**src/hw/gfx_pkg.sv**
```systemverilog
// Graphics controller package with widths, register layout and shared types
package gfx_pkg;

    localparam int reg_count = 8;

    typedef logic [2:0]  cpu_addr_t;
    typedef logic [7:0]  cpu_data_t;
    typedef logic [8:0]  vpos_t;
    typedef logic [8:0]  hpos_t;
    typedef logic [17:0] rom_addr_t;
    typedef logic [15:0] rom_data_t;
    // Bank, layer flag, colour
    typedef logic [6:0]  pxl_color_t;
    typedef logic [3:0]  pxl_pal_t;

    // Register indices
    localparam cpu_addr_t reg_ctrl3 = 3'd3;
    localparam cpu_addr_t reg_pal   = 3'd6;
    localparam cpu_addr_t reg_irq   = 3'd7;

    // Control register 3 bits
    localparam int ctrl3_prio0_bit  = 2;
    localparam int ctrl3_layout_bit = 4;
    localparam int ctrl3_prio1_bit  = 5;
    localparam int ctrl3_narrow_bit = 6;

    // Palette register, bank field low bit
    localparam int pal_bank_lsb = 4;

    // Interrupt register bits
    localparam int irq_nmi_en_bit  = 0;
    localparam int irq_irq_en_bit  = 1;
    localparam int irq_firq_en_bit = 2;
    localparam int irq_flip_bit    = 3;
    localparam int irq_pace_bit    = 4;

    // Screen edges
    localparam vpos_t top_blank_lines = 9'd16;
    localparam hpos_t wide_left       = 9'd16;
    localparam hpos_t wide_right      = 9'd272;
    localparam hpos_t narrow_left     = 9'd24;
    localparam hpos_t narrow_right    = 9'd264;
    localparam hpos_t obj_left_cut    = 9'd40;
    localparam hpos_t obj_right_cut   = 9'd240;

    typedef struct packed {
        logic [1:0] prio_en;
        logic       layout;
        logic       narrow_en;
        logic       flip;
        logic [1:0] pal_bank;
        logic       nmi_en;
        logic       irq_en;
        logic       firq_en;
        logic       nmi_pace;
    } gfx_cfg_t;

    typedef struct packed {
        logic       scrwin;
        logic [7:0] color;
    } tile_pxl_t;

    typedef logic [7:0] obj_pxl_t;

    typedef struct packed {
        rom_addr_t addr;
    } rom_req_t;

    typedef enum logic [1:0] {
        idle,
        scroll,
        object
    } arb_state_t;

endpackage

```
**src/hw/gfx_regs.sv**
```systemverilog
// Configuration registers written by the CPU and decoded into the settings struct
`timescale 1ns/100ps

module gfx_regs #(
    parameter int regs_n = gfx_pkg::reg_count
) (
    input  logic                clk,
    input  logic                rst,
    input  logic                cpu_cs,
    input  logic                cpu_we,
    input  gfx_pkg::cpu_addr_t  cpu_addr,
    input  gfx_pkg::cpu_data_t  cpu_din,
    output gfx_pkg::gfx_cfg_t   cfg
);

    gfx_pkg::cpu_data_t regs [regs_n];
    logic               wr_en;

    assign wr_en = cpu_cs && cpu_we;

    // Write-only byte registers, all cleared on reset
    always_ff @(posedge clk or posedge rst) begin
        if (rst) begin
            for (int i = 0; i < regs_n; i++) begin
                regs[i] <= '0;
            end
        end else if (wr_en) begin
            regs[cpu_addr] <= cpu_din;
        end
    end

    // Pull the named fields out of registers 3, 6 and 7
    always_comb begin
        cfg.prio_en[0] = regs[gfx_pkg::reg_ctrl3][gfx_pkg::ctrl3_prio0_bit];
        cfg.prio_en[1] = regs[gfx_pkg::reg_ctrl3][gfx_pkg::ctrl3_prio1_bit];
        cfg.layout     = regs[gfx_pkg::reg_ctrl3][gfx_pkg::ctrl3_layout_bit];
        cfg.narrow_en  = regs[gfx_pkg::reg_ctrl3][gfx_pkg::ctrl3_narrow_bit];

        cfg.pal_bank   = regs[gfx_pkg::reg_pal][gfx_pkg::pal_bank_lsb +: 2];

        cfg.nmi_en     = regs[gfx_pkg::reg_irq][gfx_pkg::irq_nmi_en_bit];
        cfg.irq_en     = regs[gfx_pkg::reg_irq][gfx_pkg::irq_irq_en_bit];
        cfg.firq_en    = regs[gfx_pkg::reg_irq][gfx_pkg::irq_firq_en_bit];
        cfg.flip       = regs[gfx_pkg::reg_irq][gfx_pkg::irq_flip_bit];
        cfg.nmi_pace   = regs[gfx_pkg::reg_irq][gfx_pkg::irq_pace_bit];
    end

endmodule

```
**src/hw/gfx_irq.sv**
```systemverilog
// Interrupt generator giving frame IRQ, line-paced NMI and half-rate FIRQ
`timescale 1ns/100ps

module gfx_irq (
    input  logic               clk,
    input  logic               rst,
    input  logic               pxl_cen,
    input  logic               lvbl,
    input  gfx_pkg::vpos_t     vdump,
    input  gfx_pkg::gfx_cfg_t  cfg,
    output logic               irqn,
    output logic               nmin,
    output logic               firqn
);

    logic last_lvbl;
    logic last_irqn;
    logic last_fast;
    logic last_slow;
    logic firq_tgl;
    logic last_tgl;
    logic nmi_edge;

    // Line 16 or line 32 cadence
    assign nmi_edge = cfg.nmi_pace ? (vdump[5] && !last_slow) : (vdump[4] && !last_fast);

    always_ff @(posedge clk or posedge rst) begin
        if (rst) begin
            irqn      <= 1'b1;
            nmin      <= 1'b1;
            firqn     <= 1'b1;
            last_lvbl <= 1'b0;
            last_irqn <= 1'b1;
            last_fast <= 1'b0;
            last_slow <= 1'b0;
            firq_tgl  <= 1'b1;
            last_tgl  <= 1'b1;
        end else if (pxl_cen) begin
            last_lvbl <= lvbl;
            last_irqn <= irqn;
            last_fast <= vdump[4];
            last_slow <= vdump[5];
            last_tgl  <= firq_tgl;

            // Once per frame, at the start of vertical blank
            if (!cfg.irq_en) begin
                irqn <= 1'b1;
            end else if (last_lvbl && !lvbl) begin
                irqn <= 1'b0;
            end

            if (!cfg.nmi_en) begin
                nmin <= 1'b1;
            end else if (nmi_edge) begin
                nmin <= 1'b0;
            end

            // Each IRQ acknowledge flips the toggle
            if (!last_irqn && irqn) begin
                firq_tgl <= ~firq_tgl;
            end

            if (!cfg.firq_en) begin
                firqn <= 1'b1;
            end else if (!last_tgl && firq_tgl) begin
                firqn <= 1'b0;
            end
        end
    end

    // Once acknowledged, IRQ stays released until the CPU enables it again
    irq_ack_holds: assert property (@(posedge clk) disable iff (rst)
        (pxl_cen && !cfg.irq_en) |=> (irqn until cfg.irq_en));

endmodule

```
**src/hw/gfx_rom_arb.sv**
```systemverilog
// Graphics ROM arbiter sharing one port between scroll and object requesters
`timescale 1ns/100ps

module gfx_rom_arb (
    input  logic                clk,
    input  logic                rst,
    input  logic                scr_req_valid,
    input  logic                obj_req_valid,
    input  gfx_pkg::rom_req_t   scr_req,
    input  gfx_pkg::rom_req_t   obj_req,
    output logic                scr_req_ready,
    output logic                obj_req_ready,
    output logic                scr_rsp_valid,
    output logic                obj_rsp_valid,
    output gfx_pkg::rom_data_t  rsp_data,
    output logic                rom_cs,
    output logic                rom_obj_sel,
    output gfx_pkg::rom_addr_t  rom_addr,
    input  gfx_pkg::rom_data_t  rom_data,
    input  logic                rom_ok
);

    gfx_pkg::arb_state_t state;
    logic                ok_wait;
    logic                scr_take;
    logic                obj_take;
    logic                rom_done;

    // Scroll layer wins when both ask at once
    assign scr_req_ready = (state == gfx_pkg::idle);
    assign obj_req_ready = (state == gfx_pkg::idle) && !scr_req_valid;

    assign scr_take = scr_req_valid && scr_req_ready;
    assign obj_take = obj_req_valid && obj_req_ready;
    assign rom_done = (state != gfx_pkg::idle) && rom_ok && ok_wait;

    always_ff @(posedge clk or posedge rst) begin
        if (rst) begin
            state         <= gfx_pkg::idle;
            rom_cs        <= 1'b0;
            rom_obj_sel   <= 1'b0;
            ok_wait       <= 1'b0;
            scr_rsp_valid <= 1'b0;
            obj_rsp_valid <= 1'b0;
        end else begin
            scr_rsp_valid <= 1'b0;
            obj_rsp_valid <= 1'b0;
            case (state)
                gfx_pkg::idle: begin
                    ok_wait <= 1'b0;
                    if (scr_take) begin
                        state       <= gfx_pkg::scroll;
                        rom_cs      <= 1'b1;
                        rom_obj_sel <= 1'b0;
                    end else if (obj_take) begin
                        state       <= gfx_pkg::object;
                        rom_cs      <= 1'b1;
                        rom_obj_sel <= 1'b1;
                    end
                end
                default: begin
                    // rom_ok from the first cycle of rom_cs may be stale
                    if (rom_done) begin
                        state         <= gfx_pkg::idle;
                        rom_cs        <= 1'b0;
                        scr_rsp_valid <= (state == gfx_pkg::scroll);
                        obj_rsp_valid <= (state == gfx_pkg::object);
                    end else begin
                        ok_wait <= 1'b1;
                    end
                end
            endcase
        end
    end

    always_ff @(posedge clk) begin
        if (scr_take) begin
            rom_addr <= scr_req.addr;
        end else if (obj_take) begin
            rom_addr <= obj_req.addr;
        end
        if (rom_done) begin
            rsp_data <= rom_data;
        end
    end

    rsp_exclusive: assert property (@(posedge clk) disable iff (rst)
        !(scr_rsp_valid && obj_rsp_valid));

    cs_while_busy: assert property (@(posedge clk) disable iff (rst)
        (state != gfx_pkg::idle) |-> rom_cs);

endmodule

```
**src/hw/gfx_mixer.sv**
```systemverilog
// Pixel mixer choosing tile or object colour with borders and blanking
`timescale 1ns/100ps

module gfx_mixer #(
    parameter gfx_pkg::vpos_t top_blank_lines = gfx_pkg::top_blank_lines,
    parameter gfx_pkg::hpos_t wide_left       = gfx_pkg::wide_left,
    parameter gfx_pkg::hpos_t wide_right      = gfx_pkg::wide_right,
    parameter gfx_pkg::hpos_t narrow_left     = gfx_pkg::narrow_left,
    parameter gfx_pkg::hpos_t narrow_right    = gfx_pkg::narrow_right,
    parameter gfx_pkg::hpos_t obj_left_cut    = gfx_pkg::obj_left_cut,
    parameter gfx_pkg::hpos_t obj_right_cut   = gfx_pkg::obj_right_cut
) (
    input  logic                 clk,
    input  logic                 rst,
    input  logic                 pxl_cen,
    input  gfx_pkg::gfx_cfg_t    cfg,
    input  gfx_pkg::hpos_t       hdump,
    input  gfx_pkg::vpos_t       vdump,
    input  gfx_pkg::tile_pxl_t   tile_pxl,
    input  gfx_pkg::obj_pxl_t    obj_pxl,
    output gfx_pkg::pxl_color_t  pxl_out,
    output gfx_pkg::pxl_pal_t    pxl_pal
);

    logic obj_blank;
    logic tile_blank;
    logic border_wide;
    logic border_narrow;
    logic blank_area;
    logic no_obj;
    logic tile_prio;
    logic tile_sel;

    assign obj_blank     = (obj_pxl[3:0] == 4'h0);
    assign tile_blank    = (tile_pxl.color[3:0] == 4'h0);
    assign border_wide   = (hdump < wide_left) || (hdump >= wide_right);
    assign border_narrow = cfg.narrow_en && ((hdump < narrow_left) || (hdump >= narrow_right));
    assign blank_area    = (vdump < top_blank_lines) || (!cfg.layout && (border_wide || border_narrow));

    // Wide layout hides objects under the fixed text columns
    assign no_obj = cfg.layout && (cfg.flip ? (hdump >= obj_right_cut) : (hdump < obj_left_cut));

    // prio_en[1] clear lets the scroll win even where its colour is zero
    assign tile_prio = cfg.prio_en[0] && tile_pxl.scrwin && (!cfg.prio_en[1] || !tile_blank);
    assign tile_sel  = obj_blank || no_obj || tile_prio;

    always_ff @(posedge clk or posedge rst) begin
        if (rst) begin
            pxl_out <= '0;
            pxl_pal <= '0;
        end else if (pxl_cen) begin
            if (blank_area) begin
                pxl_out <= '0;
                pxl_pal <= '0;
            end else if (tile_sel) begin
                pxl_out <= {cfg.pal_bank, 1'b1, tile_pxl.color[3:0]};
                pxl_pal <= tile_pxl.color[7:4];
            end else begin
                pxl_out <= {cfg.pal_bank, 1'b0, obj_pxl[3:0]};
                pxl_pal <= obj_pxl[7:4];
            end
        end
    end

endmodule

```
**src/hw/gfx_top.sv**
```systemverilog
// Video controller top level joining registers, interrupts, ROM arbiter and mixer
`timescale 1ns/100ps

module gfx_top #(
    parameter int             regs_n          = gfx_pkg::reg_count,
    parameter gfx_pkg::vpos_t top_blank_lines = gfx_pkg::top_blank_lines,
    parameter gfx_pkg::hpos_t wide_left       = gfx_pkg::wide_left,
    parameter gfx_pkg::hpos_t wide_right      = gfx_pkg::wide_right,
    parameter gfx_pkg::hpos_t narrow_left     = gfx_pkg::narrow_left,
    parameter gfx_pkg::hpos_t narrow_right    = gfx_pkg::narrow_right,
    parameter gfx_pkg::hpos_t obj_left_cut    = gfx_pkg::obj_left_cut,
    parameter gfx_pkg::hpos_t obj_right_cut   = gfx_pkg::obj_right_cut
) (
    input  logic                 clk,
    input  logic                 rst,
    // CPU
    input  logic                 cpu_cs,
    input  logic                 cpu_we,
    input  gfx_pkg::cpu_addr_t   cpu_addr,
    input  gfx_pkg::cpu_data_t   cpu_din,
    output logic                 irqn,
    output logic                 nmin,
    output logic                 firqn,
    // ROM requesters
    input  logic                 scr_req_valid,
    output logic                 scr_req_ready,
    input  gfx_pkg::rom_req_t    scr_req,
    input  logic                 obj_req_valid,
    output logic                 obj_req_ready,
    input  gfx_pkg::rom_req_t    obj_req,
    output logic                 scr_rsp_valid,
    output logic                 obj_rsp_valid,
    output gfx_pkg::rom_data_t   rsp_data,
    // Graphics ROM
    output logic                 rom_cs,
    output logic                 rom_obj_sel,
    output gfx_pkg::rom_addr_t   rom_addr,
    input  gfx_pkg::rom_data_t   rom_data,
    input  logic                 rom_ok,
    // Video timing and pixels
    input  logic                 pxl_cen,
    input  logic                 lvbl,
    input  gfx_pkg::hpos_t       hdump,
    input  gfx_pkg::vpos_t       vdump,
    input  gfx_pkg::tile_pxl_t   tile_pxl,
    input  gfx_pkg::obj_pxl_t    obj_pxl,
    output gfx_pkg::pxl_color_t  pxl_out,
    output gfx_pkg::pxl_pal_t    pxl_pal,
    output logic                 flip
);

    gfx_pkg::gfx_cfg_t cfg;

    assign flip = cfg.flip;

    gfx_regs #(
        .regs_n (regs_n)
    ) u_regs (
        .clk      (clk),
        .rst      (rst),
        .cpu_cs   (cpu_cs),
        .cpu_we   (cpu_we),
        .cpu_addr (cpu_addr),
        .cpu_din  (cpu_din),
        .cfg      (cfg)
    );

    gfx_irq u_irq (
        .clk     (clk),
        .rst     (rst),
        .pxl_cen (pxl_cen),
        .lvbl    (lvbl),
        .vdump   (vdump),
        .cfg     (cfg),
        .irqn    (irqn),
        .nmin    (nmin),
        .firqn   (firqn)
    );

    gfx_rom_arb u_rom_arb (
        .clk           (clk),
        .rst           (rst),
        .scr_req_valid (scr_req_valid),
        .obj_req_valid (obj_req_valid),
        .scr_req       (scr_req),
        .obj_req       (obj_req),
        .scr_req_ready (scr_req_ready),
        .obj_req_ready (obj_req_ready),
        .scr_rsp_valid (scr_rsp_valid),
        .obj_rsp_valid (obj_rsp_valid),
        .rsp_data      (rsp_data),
        .rom_cs        (rom_cs),
        .rom_obj_sel   (rom_obj_sel),
        .rom_addr      (rom_addr),
        .rom_data      (rom_data),
        .rom_ok        (rom_ok)
    );

    gfx_mixer #(
        .top_blank_lines (top_blank_lines),
        .wide_left       (wide_left),
        .wide_right      (wide_right),
        .narrow_left     (narrow_left),
        .narrow_right    (narrow_right),
        .obj_left_cut    (obj_left_cut),
        .obj_right_cut   (obj_right_cut)
    ) u_mixer (
        .clk      (clk),
        .rst      (rst),
        .pxl_cen  (pxl_cen),
        .cfg      (cfg),
        .hdump    (hdump),
        .vdump    (vdump),
        .tile_pxl (tile_pxl),
        .obj_pxl  (obj_pxl),
        .pxl_out  (pxl_out),
        .pxl_pal  (pxl_pal)
    );

endmodule

```
**config.mk**
```make
export PLATFORM = sky130hd
export DESIGN_NAME = gfx_top
export DESIGN_NICKNAME = d
export VERILOG_FILES = /design/src/hw/gfx_pkg.sv /design/src/hw/gfx_regs.sv /design/src/hw/gfx_irq.sv /design/src/hw/gfx_rom_arb.sv /design/src/hw/gfx_mixer.sv /design/src/hw/gfx_top.sv
export SDC_FILE = /design/constraint.sdc
export NUM_CORES = 1
export LEC_CHECK = 0
export ABC_AREA = 1
export BUFFER_PORTS_ARGS = -buffer_cell sky130_fd_sc_hd__clkbuf_2
export CORE_MARGIN = 1.5
export CORE_UTILIZATION = 30
export DETAILED_ROUTE_END_ITERATION = 12
export PLACE_DENSITY_LB_ADDON = 0.05
export SLEW_MARGIN = 20
export SYNTH_ARGS = -nofsm -noshare
export SYNTH_HDL_FRONTEND = slang
export SYNTH_SLANG_ARGS = --single-unit
```
**constraint.sdc**
```tcl
create_clock -name clk -period 2.2 [get_ports clk]
set_input_delay 0.33 -clock clk [delete_from_list [all_inputs] [get_ports clk]]
set_output_delay 0.33 -clock clk [all_outputs]
set_load 0.05 [all_outputs]
```
# ---- Yosys cells after proc, flatten, opt, wreduce, memory -nomap -nowiden
# Cells that the tools add are included.
dict set report classes {
  bitwise_logic 2
  reduce_logical 45
  n_eq_ne 7
  mux 32
  magnitude_cmp 9
}
# op n
set ops {}
lappend ops {{$bwmux W64} 1}
lappend ops {{$mux W18} 2}
lappend ops {{$lt A9 B5 Y1 const B} 3}
lappend ops {{$demux W8 S3} 1}
lappend ops {{$mux W1} 19}
lappend ops {{$ge A9 B9 Y1 const B} 2}
lappend ops {{$logic_and A1 B1 Y1} 17}
lappend ops {{$reduce_and A2 Y1} 6}
lappend ops {{$ge A9 B8 Y1 const B} 1}
lappend ops {{$logic_not A1 Y1} 9}
lappend ops {{$lt A9 B6 Y1 const B} 1}
lappend ops {{$logic_not A4 Y1} 2}
lappend ops {{$mux W2} 4}
lappend ops {{$mux W4} 2}
lappend ops {{$mux W8} 1}
lappend ops {{$ne A2 B1 Y1 const B} 4}
lappend ops {{$logic_or A1 B1 Y1} 7}
lappend ops {{$mux W7} 1}
lappend ops {{$reduce_bool A2 Y1} 3}
lappend ops {{$mux W5} 1}
lappend ops {{$ge A4 B4 Y1 const B} 1}
lappend ops {{$lt A4 B1 Y1 const B} 1}
lappend ops {{$not A3 Y4} 1}
lappend ops {{$ne A3 B3 Y1 const B} 1}
lappend ops {{other kinds (4)} 4}
dict set report word_totals {
  inputBits 107
  regBits 125
  out_inout_bits 55
}

# ---- Depth between registers and ports, before layout
# Gate-level depths: netlist of run 1.
dict set report depth {
  ltp_word 7
  ltp_mapped 10
  ltp_nobuf 10
}

# ---- Cells and area by module
# A second synthesis of run 1 with hierarchy kept.
dict set report hier_totals {
  cells_unflattened 353
  hier_area_um2 3249.4
}
# mod cells_each area_per_inst_um2 instances
set modules_own_cells {}
lappend modules_own_cells {gfx_rom_arb 128 1626.6 1}
lappend modules_own_cells {gfx_mixer 122 770.7 1}
lappend modules_own_cells {gfx_regs 60 476.7 1}
lappend modules_own_cells {gfx_irq 43 375.4 1}

# ---- Least setup slack after synthesis of run 1
# Ideal clock, no wire load.
dict set report synth_path {
  kind {reg2out}
  start {reg u_rom_arb.state[1]}
  end {out obj_req_ready}
  required_time_ns 1.870
  path_stages_with_launch 4
  n_path_buf 0
  slack_ns 0.340
  t_arrival_ns 1.530
  path_cell_list {dfrtp_1 nor2_4 inv_2 nor2_1}
}
dict set report synth_between {
  elab_chain_len 2
}
# item line_no
set synth_lines {}
lappend synth_lines {{from (decl)} gfx_rom_arb.sv:23} ;# gfx_pkg::arb_state_t state;
lappend synth_lines {{from (signal assigned)} gfx_rom_arb.sv:39} ;# state <= gfx_pkg::idle;
lappend synth_lines {{from (signal assigned)} gfx_rom_arb.sv:52} ;# state <= gfx_pkg::scroll;
lappend synth_lines {{from (signal assigned)} gfx_rom_arb.sv:56} ;# state <= gfx_pkg::object;
lappend synth_lines {{$logic_not A2 Y1} -}
lappend synth_lines {{net scr_req_ready} gfx_top.sv:26} ;# output logic scr_req_ready,
lappend synth_lines {{$logic_and A1 B1 Y1} gfx_rom_arb.sv:31} ;# assign obj_req_ready = (state == gfx_pkg::idle) && !scr_req_valid;
lappend synth_lines {{to (decl)} gfx_top.sv:29} ;# output logic obj_req_ready,
# The timed path passes the listed nets, and every way through them passes these cells.

# ---- Worst setup path in the final report of run 1
dict set report layout_path {
  start {reg u_rom_arb.state[1]}
  end {out obj_req_ready}
}
dict set report layout_between {
  elab_chain_len 2
}
# item line_no
set layout_lines {}
lappend layout_lines {{$logic_not A2 Y1} gfx_rom_arb.sv:31}
lappend layout_lines {{$logic_and A1 B1 Y1} gfx_rom_arb.sv:31}
# Every way passes these cells.

==> impl_metrics.toml, run 1 <==
[synthesis]
synthAdderAreaFrac = 0
synth_top_cell_area_share = 0.3292
synth-simple-area-share = 0.2380
synth.distinct_cells = 28
async_flop_share = 0.5278
synth_flop_cell = "edfxtp_1"
synth_xor_area_frac = 0.002824
syn_avg_cell_area_sq_um = 9.693
synth_top_family_by_area = "simple AND/OR/NAND/NOR gates"
yosysWarnings = 0
synth-compound-area-share = 0.04841
ys_ff_latch = 72
netlist_top_cells_area = "edfxtp_1 33%, dfrtp_1 26%, nand2_1 15%, dfstp_2 5.1%, inv_1 4.1%"
netlist_instances = 320
yosys-top-cells-count = "126 x nand2_1, 34 x edfxtp_1, 34 x inv_1, 32 x dfrtp_1"
netlist_area_sq_mm = 0.003102
synthMuxAreaShare = 0.007261
yosys.area.top_type = "edfxtp_1"
synth_nets = 427
synth-seq-area-share = 0.6382
synth-edff-count = 34
synth.most_common_cell = "nand2_1"

[setup_path]
crit_required_ps = 1870
crit_chain = "nor2_4 > inv_2 > nor2_1 > clkbuf_2"
start_kind = "flip-flop"
critical_path_buf_inv_count = 2
arrival_ps = 1400
slowest_delay_ps = 420
worstSetupPathType = "reg -> out"
slowest_stage = "dfrtp_1"
critPathTopFamily = "flip-flops"
cp_max_fo = 7
critPathCaptureType = "primary output"

[clock_tree]
cts_tree = "yes"
h-tree-depth = 3
root_buffer = "clkbuf_8"
cts_resized = 0
post_cts_buffers = 0
postCtsHoldBufs = 0
numCtsBuffers = 9
clkSinkCount = 72
clock_latency_ps = 340
cts_buffer_depth = 2
clk_pin_slew_worst_paths_ps = 80

[grt]
grt_pass1_vias = 2510
antenna_found_initial = 0
grt_pass1_wl_microns = 11760
grt_usage = 0.1372
grt_max_degree = 29
overflow = 0

[power]
p_leak_uw = 0.002250
p_comb_frac = 0.379
sw_frac_of_total = 0.4225
power_density_mw_per_mm2 = 1190
vdd_drop_max_mv = 0.5432
clkPwrFrac = 0.227
p_seq_frac = 0.394
switching_power_uw = 2131
internal_power_uw = 2912

[finish]
nets = 591
nFillCells = 1066
layout-drive-gt1-share = 0.4029
antenna_cells = 0
stdcell_area_sq_mm = 0.004239
final_cells = 622
area_delta_synth_final_pct = 36.67

[place]
port_buffers = 153
place.gp.congestion = 0.7824
dp_hpwl_microns = 5497
dp_cells = 606
dpl_cell_area_sq_mm = 0.004019

[die]
core_area_sq_mm = 0.009910
num_rows = 36
start_util = 0.3130
die_h_microns = 104.7
die_area_sq_mm = 0.01096
fp.dieW_microns = 104.7
ioPinCount = 162

[sta]
setup_viol = 0
timing.final.max_slew_violations = 0
layout_min_cycle_time_ps = 1733
tightestPinTransition_ps = 614.8
skew_ps = 8.201
period_share = 0.7880
hold_ws_ps = 40.24
rsz0062_at_grt = "no"
max_freq_mhz = 576.9
relSlewSlack = 0.5895
hold_violations = 0
tns_ps = 0

[drt]
ant_nets = 0
finalWirelength_microns = 7209
wire_per_inst_microns = 11.59
drc = 0
drt_first_pass_iters = 4
vias_per_cell = 4.143
vias = 2577
first_iter_violations = 56

[run_status]
status = "complete, no violations"

[flow_run]
maxCapViolations = 0

[hold_path]
hold_path.class = "in -> async"
[path summary, 6_finish.rpt]
path / from / endpoint / slack (ps) / cells past startpoint
worst max-delay path: u_rom_arb.state[1] / obj_req_ready / 470 / 4
worst min-delay path: rst / u_irq.last_lvbl / 40 / 2
worst max register to register: u_rom_arb.state[1] / u_rom_arb.rom_addr[16] / 730 / 4
worst min register to register: u_regs.cfg[2] / u_irq.irqn / 410 / 1
max in group asynchronous: rst / u_regs.cfg[10] / 1560 / 3
min in group clk: rom_data[4] / u_rom_arb.rsp_data[4] / 160 / 1
[through the flow]
stage	power (uW)	setup slack, ps	utilization
floorplan	3477	340.3	-
global placement	3948	676.2	0.4056
detailed placement	3964	679.7	0.4056
CTS	5139	431.9	0.4278
global route	5349	328.9	0.4278
finish	5043	466.5	0.4278
[power groups by stage]
| stage | Combinational [uW] | Sequential, uW | Clock (uW) |
|---|---|---|---|
| 2_1_floorplan | 607 | 2870 | 0 |
| 3_3_place_gp | 1940 | 2010 | 0 |
| 3_5_place_dp | 1950 | 2020 | 0 |
| 4_1_cts | 1950 | 1990 | 1200 |
| 5_1_grt | 2070 | 2020 | 1260 |
| 6_report | 1910 | 1990 | 1150 |
[flip-flops by register name, summed over array words and instances, names as in the netlist, 2 cells and up]
| register | flops |
|---|---|
| u_mixer.pxl_out | 7 |
| u_mixer.pxl_pal | 4 |
| u_regs.cfg | 11 |
| u_rom_arb.rom_addr | 18 |
| u_rom_arb.rsp_data | 16 |
| u_rom_arb.state | 2 |
[layer usage]
layer / vias to the layer above / GRT usage / part of all wire
met1: 1143 / 0.1677 / 0.43
met2: 83 / 0.2190 / 0.47
met4: 0 / 0.03229 / 0.0094
met5: - / 0 / 0
met3: 6 / 0.06550 / 0.089
li1: 1345 / - / -
[placed cells by master (no fill, tap or decap), types with 3 or more instances in the layout]
| cell | synthesis | layout |
|---|---|---|
| clkbuf_2 | 0 | 153 |
| nand2_1 | 126 | 126 |
| edfxtp_1 | 34 | 34 |
| inv_1 | 34 | 33 |
| dfrtp_1 | 32 | 32 |
| nor2_1 | 19 | 19 |
| o21ai_0 | 19 | 19 |
| nand3_1 | 17 | 17 |
| clkbuf_8 | 0 | 9 |
| buf_4 | 1 | 6 |
| dfstp_2 | 6 | 6 |
| inv_2 | 3 | 4 |
| nor2_4 | 3 | 3 |
| a21oi_1 | 3 | 3 |
| clkinv_4 | 0 | 3 |
[cells by family (layout without fill, tap and decap cells)]
logic type	count (synthesis)	after routing
multiplexers	2	2
flip-flops	72	72
AO/OA/AOI/OAI	26	26
XOR/XNOR	1	1
AND/OR/NAND/NOR	175	175
buffers and inverters	44	213
[layout make-up]
cell class | instances | area [sq um] | area share
Sequential cell | 72 | 1979 | 0.4669
Clock buffer | 9 | 123.9 | 0.02922
Clock inverter | 7 | 96.34 | 0.02273
Tap cell | 133 | 166.4 | 0.03926
Inverter | 38 | 142.6 | 0.03365
Timing Repair Buffer | 159 | 810.8 | 0.1913
Multi-Input combinational cell | 204 | 919.6 | 0.2169
No activity file was read; power rests on OpenSTA's default activity.
==> inputs of run 2 (changes only) <==
Clock period 2.2 ns to 1.6 ns, I/O delays scaled along.
==> run 2 against run 1 <==
Net effect:
- clock skew is 2.3 ps higher
- via count is 0.89% higher
- register-to-register slack got worse by 560 ps
- utilization rose by 0.30 points
- final area up 0.71%
- critical path depth unchanged
- global-route usage grew 0.23 points
- worst hold slack improved by 29 ps
==> impl_metrics.toml, run 2 (same netlist as run 1, synthesis figures left out) <==
[place]
port_buffers = 153
dp_hpwl_microns = 5579
place.gp.congestion = 0.8185
dp_slack_ps = 152.4

[die]
start_util = 0.3130
die_area_sq_mm = 0.01096
die_h_microns = 104.7
fp.dieW_microns = 104.7
core_area_sq_mm = 0.009910
ioPinCount = 162
num_rows = 36

[setup_path]
cp_max_fo = 3
r2r_cells = 5
cp-startpoint = "u_rom_arb.state[1]"
r2r_end = "u_rom_arb.rom_addr[3]"
arrival_ps = 1260
start_kind = "flip-flop"
crit_required_ps = 1360
timing.rr.start = "u_rom_arb.state[1]"
critPathCaptureType = "primary output"
r2r_slack_ps = 170
worstSetupPathType = "reg -> out"

[sta]
max_freq_mhz = 667.0
setup_viol = 0
period_share = 0.9371
tns_ps = 0
hold_violations = 0
tightestPinTransition_ps = 505.4
rsz0062_at_grt = "no"
timing.final.max_slew_violations = 0
relSlewSlack = 0.6631
skew_ps = 10.47
layout_min_cycle_time_ps = 1499
hold_ws_ps = 68.91
fin_ws_ps = 100.7

[grt]
grt_max_degree = 39
antenna_found_initial = 0
grt_pass1_vias = 2514
use_met2 = 0.2227
grt_usage = 0.1394
use_met3 = 0.04616
busiest_layer = "met2"
overflow = 0
grt_pass1_wl_microns = 11920
use_met1 = 0.1712

[drt]
vias = 2600
drt_first_pass_iters = 4
first_iter_violations = 88
ant_nets = 0
wire_per_inst_microns = 11.78
drc = 0
vias_per_cell = 4.160
finalWirelength_microns = 7363

[hold_path]
min_to = "u_rom_arb.rsp_data[7]"
worstHoldPathCells = 1
hold_path.class = "in -> reg"
hold_start = "rom_data[7]"

[finish]
multi_input_area_sq_um = 932.1
utilization = 0.4308
most-common-layout-cells = "152 x clkbuf_2, 126 x nand2_1, 34 x edfxtp_1"
antenna_cells = 0
nFillCells = 1026
largest_reg_flops = 18
seq_area_sq_mm = 0.001979
nets = 594
layout_commonest_cell = "clkbuf_2"
layout-drive-gt1-share = 0.4085
top_register = "u_rom_arb.rom_addr"
area_delta_synth_final_pct = 37.64

[power]
vdd_drop_max_mv = 0.7853
p_leak_uw = 0.002252
finalPower_uw = 6905
power_density_mw_per_mm2 = 1617

[clock_tree]
cts_tree = "yes"
root_buffer = "clkbuf_8"
clk_pin_slew_worst_paths_ps = 80
cts_buffer_depth = 2
clkSinkCount = 72
h-tree-depth = 3
clock_latency_ps = 340
numCtsBuffers = 9

[flow_run]
maxCapViolations = 0

[run_status]
status = "complete, no violations"
## run 2: area by class of cell
cell class / count / share of cell area
Timing Repair Buffer: 162 / 0.2002
Clock inverter: 7 / 0.01641
Clock buffer: 9 / 0.02902
Inverter: 38 / 0.03341
Multi-Input combinational cell: 204 / 0.2183
Sequential cell: 72 / 0.4637
Tap cell: 133 / 0.03898
## run 2: worst max-delay path by stage
stage	slack, ps	cells after the start	end
floorplan	30	3	u_rom_arb.rom_addr[0]
global placement	170	8	u_mixer.pxl_out[3]
detailed placement	150	8	u_mixer.pxl_out[1]
CTS	30	4	obj_req_ready
global route	7	4	obj_req_ready
finish	100	4	obj_req_ready
## run 2: what timing repair did
action                                  in CTS  in global routing
hold buffers                                 1                  0
pin swaps                                    1                  0
resized for setup                            1                  3
hold endpoints to repair                    24                  0
setup buffers                                1                  0
endpoints found under the setup margin       1                  3
## run 2: power breakdown
group / switching (uW) / leakage, uW / total [uW] / internal [uW]
Combinational: 2100 / 0.00137 / 2760 / 660
Clock: 699 / 0.0000994 / 1420 / 720
Sequential: 190 / 0.000780 / 2730 / 2540
## run 2: routing by layer
metal | share of wire | up-vias
li1 | - | 1351
met2 | 0.47 | 84
met4 | 0.011 | 0
met1 | 0.44 | 1159
met3 | 0.083 | 6
met5 | 0 | -
## run 2: metrics by stage
stage / instances / cell area [sq um]
5_1_grt: 625 / 4269
4_1_cts: 625 / 4258
2_1_floorplan: 320 / 3107
3_5_place_dp: 607 / 4044
6_report: 625 / 4269
3_3_place_gp: 607 / 4044
## run 2: worst max-delay path, cell delays in order, from the launching register on
cell     delay (ps)
dfrtp_1         420
nor2_4          160
inv_2            80
nor2_2          100
buf_6           170
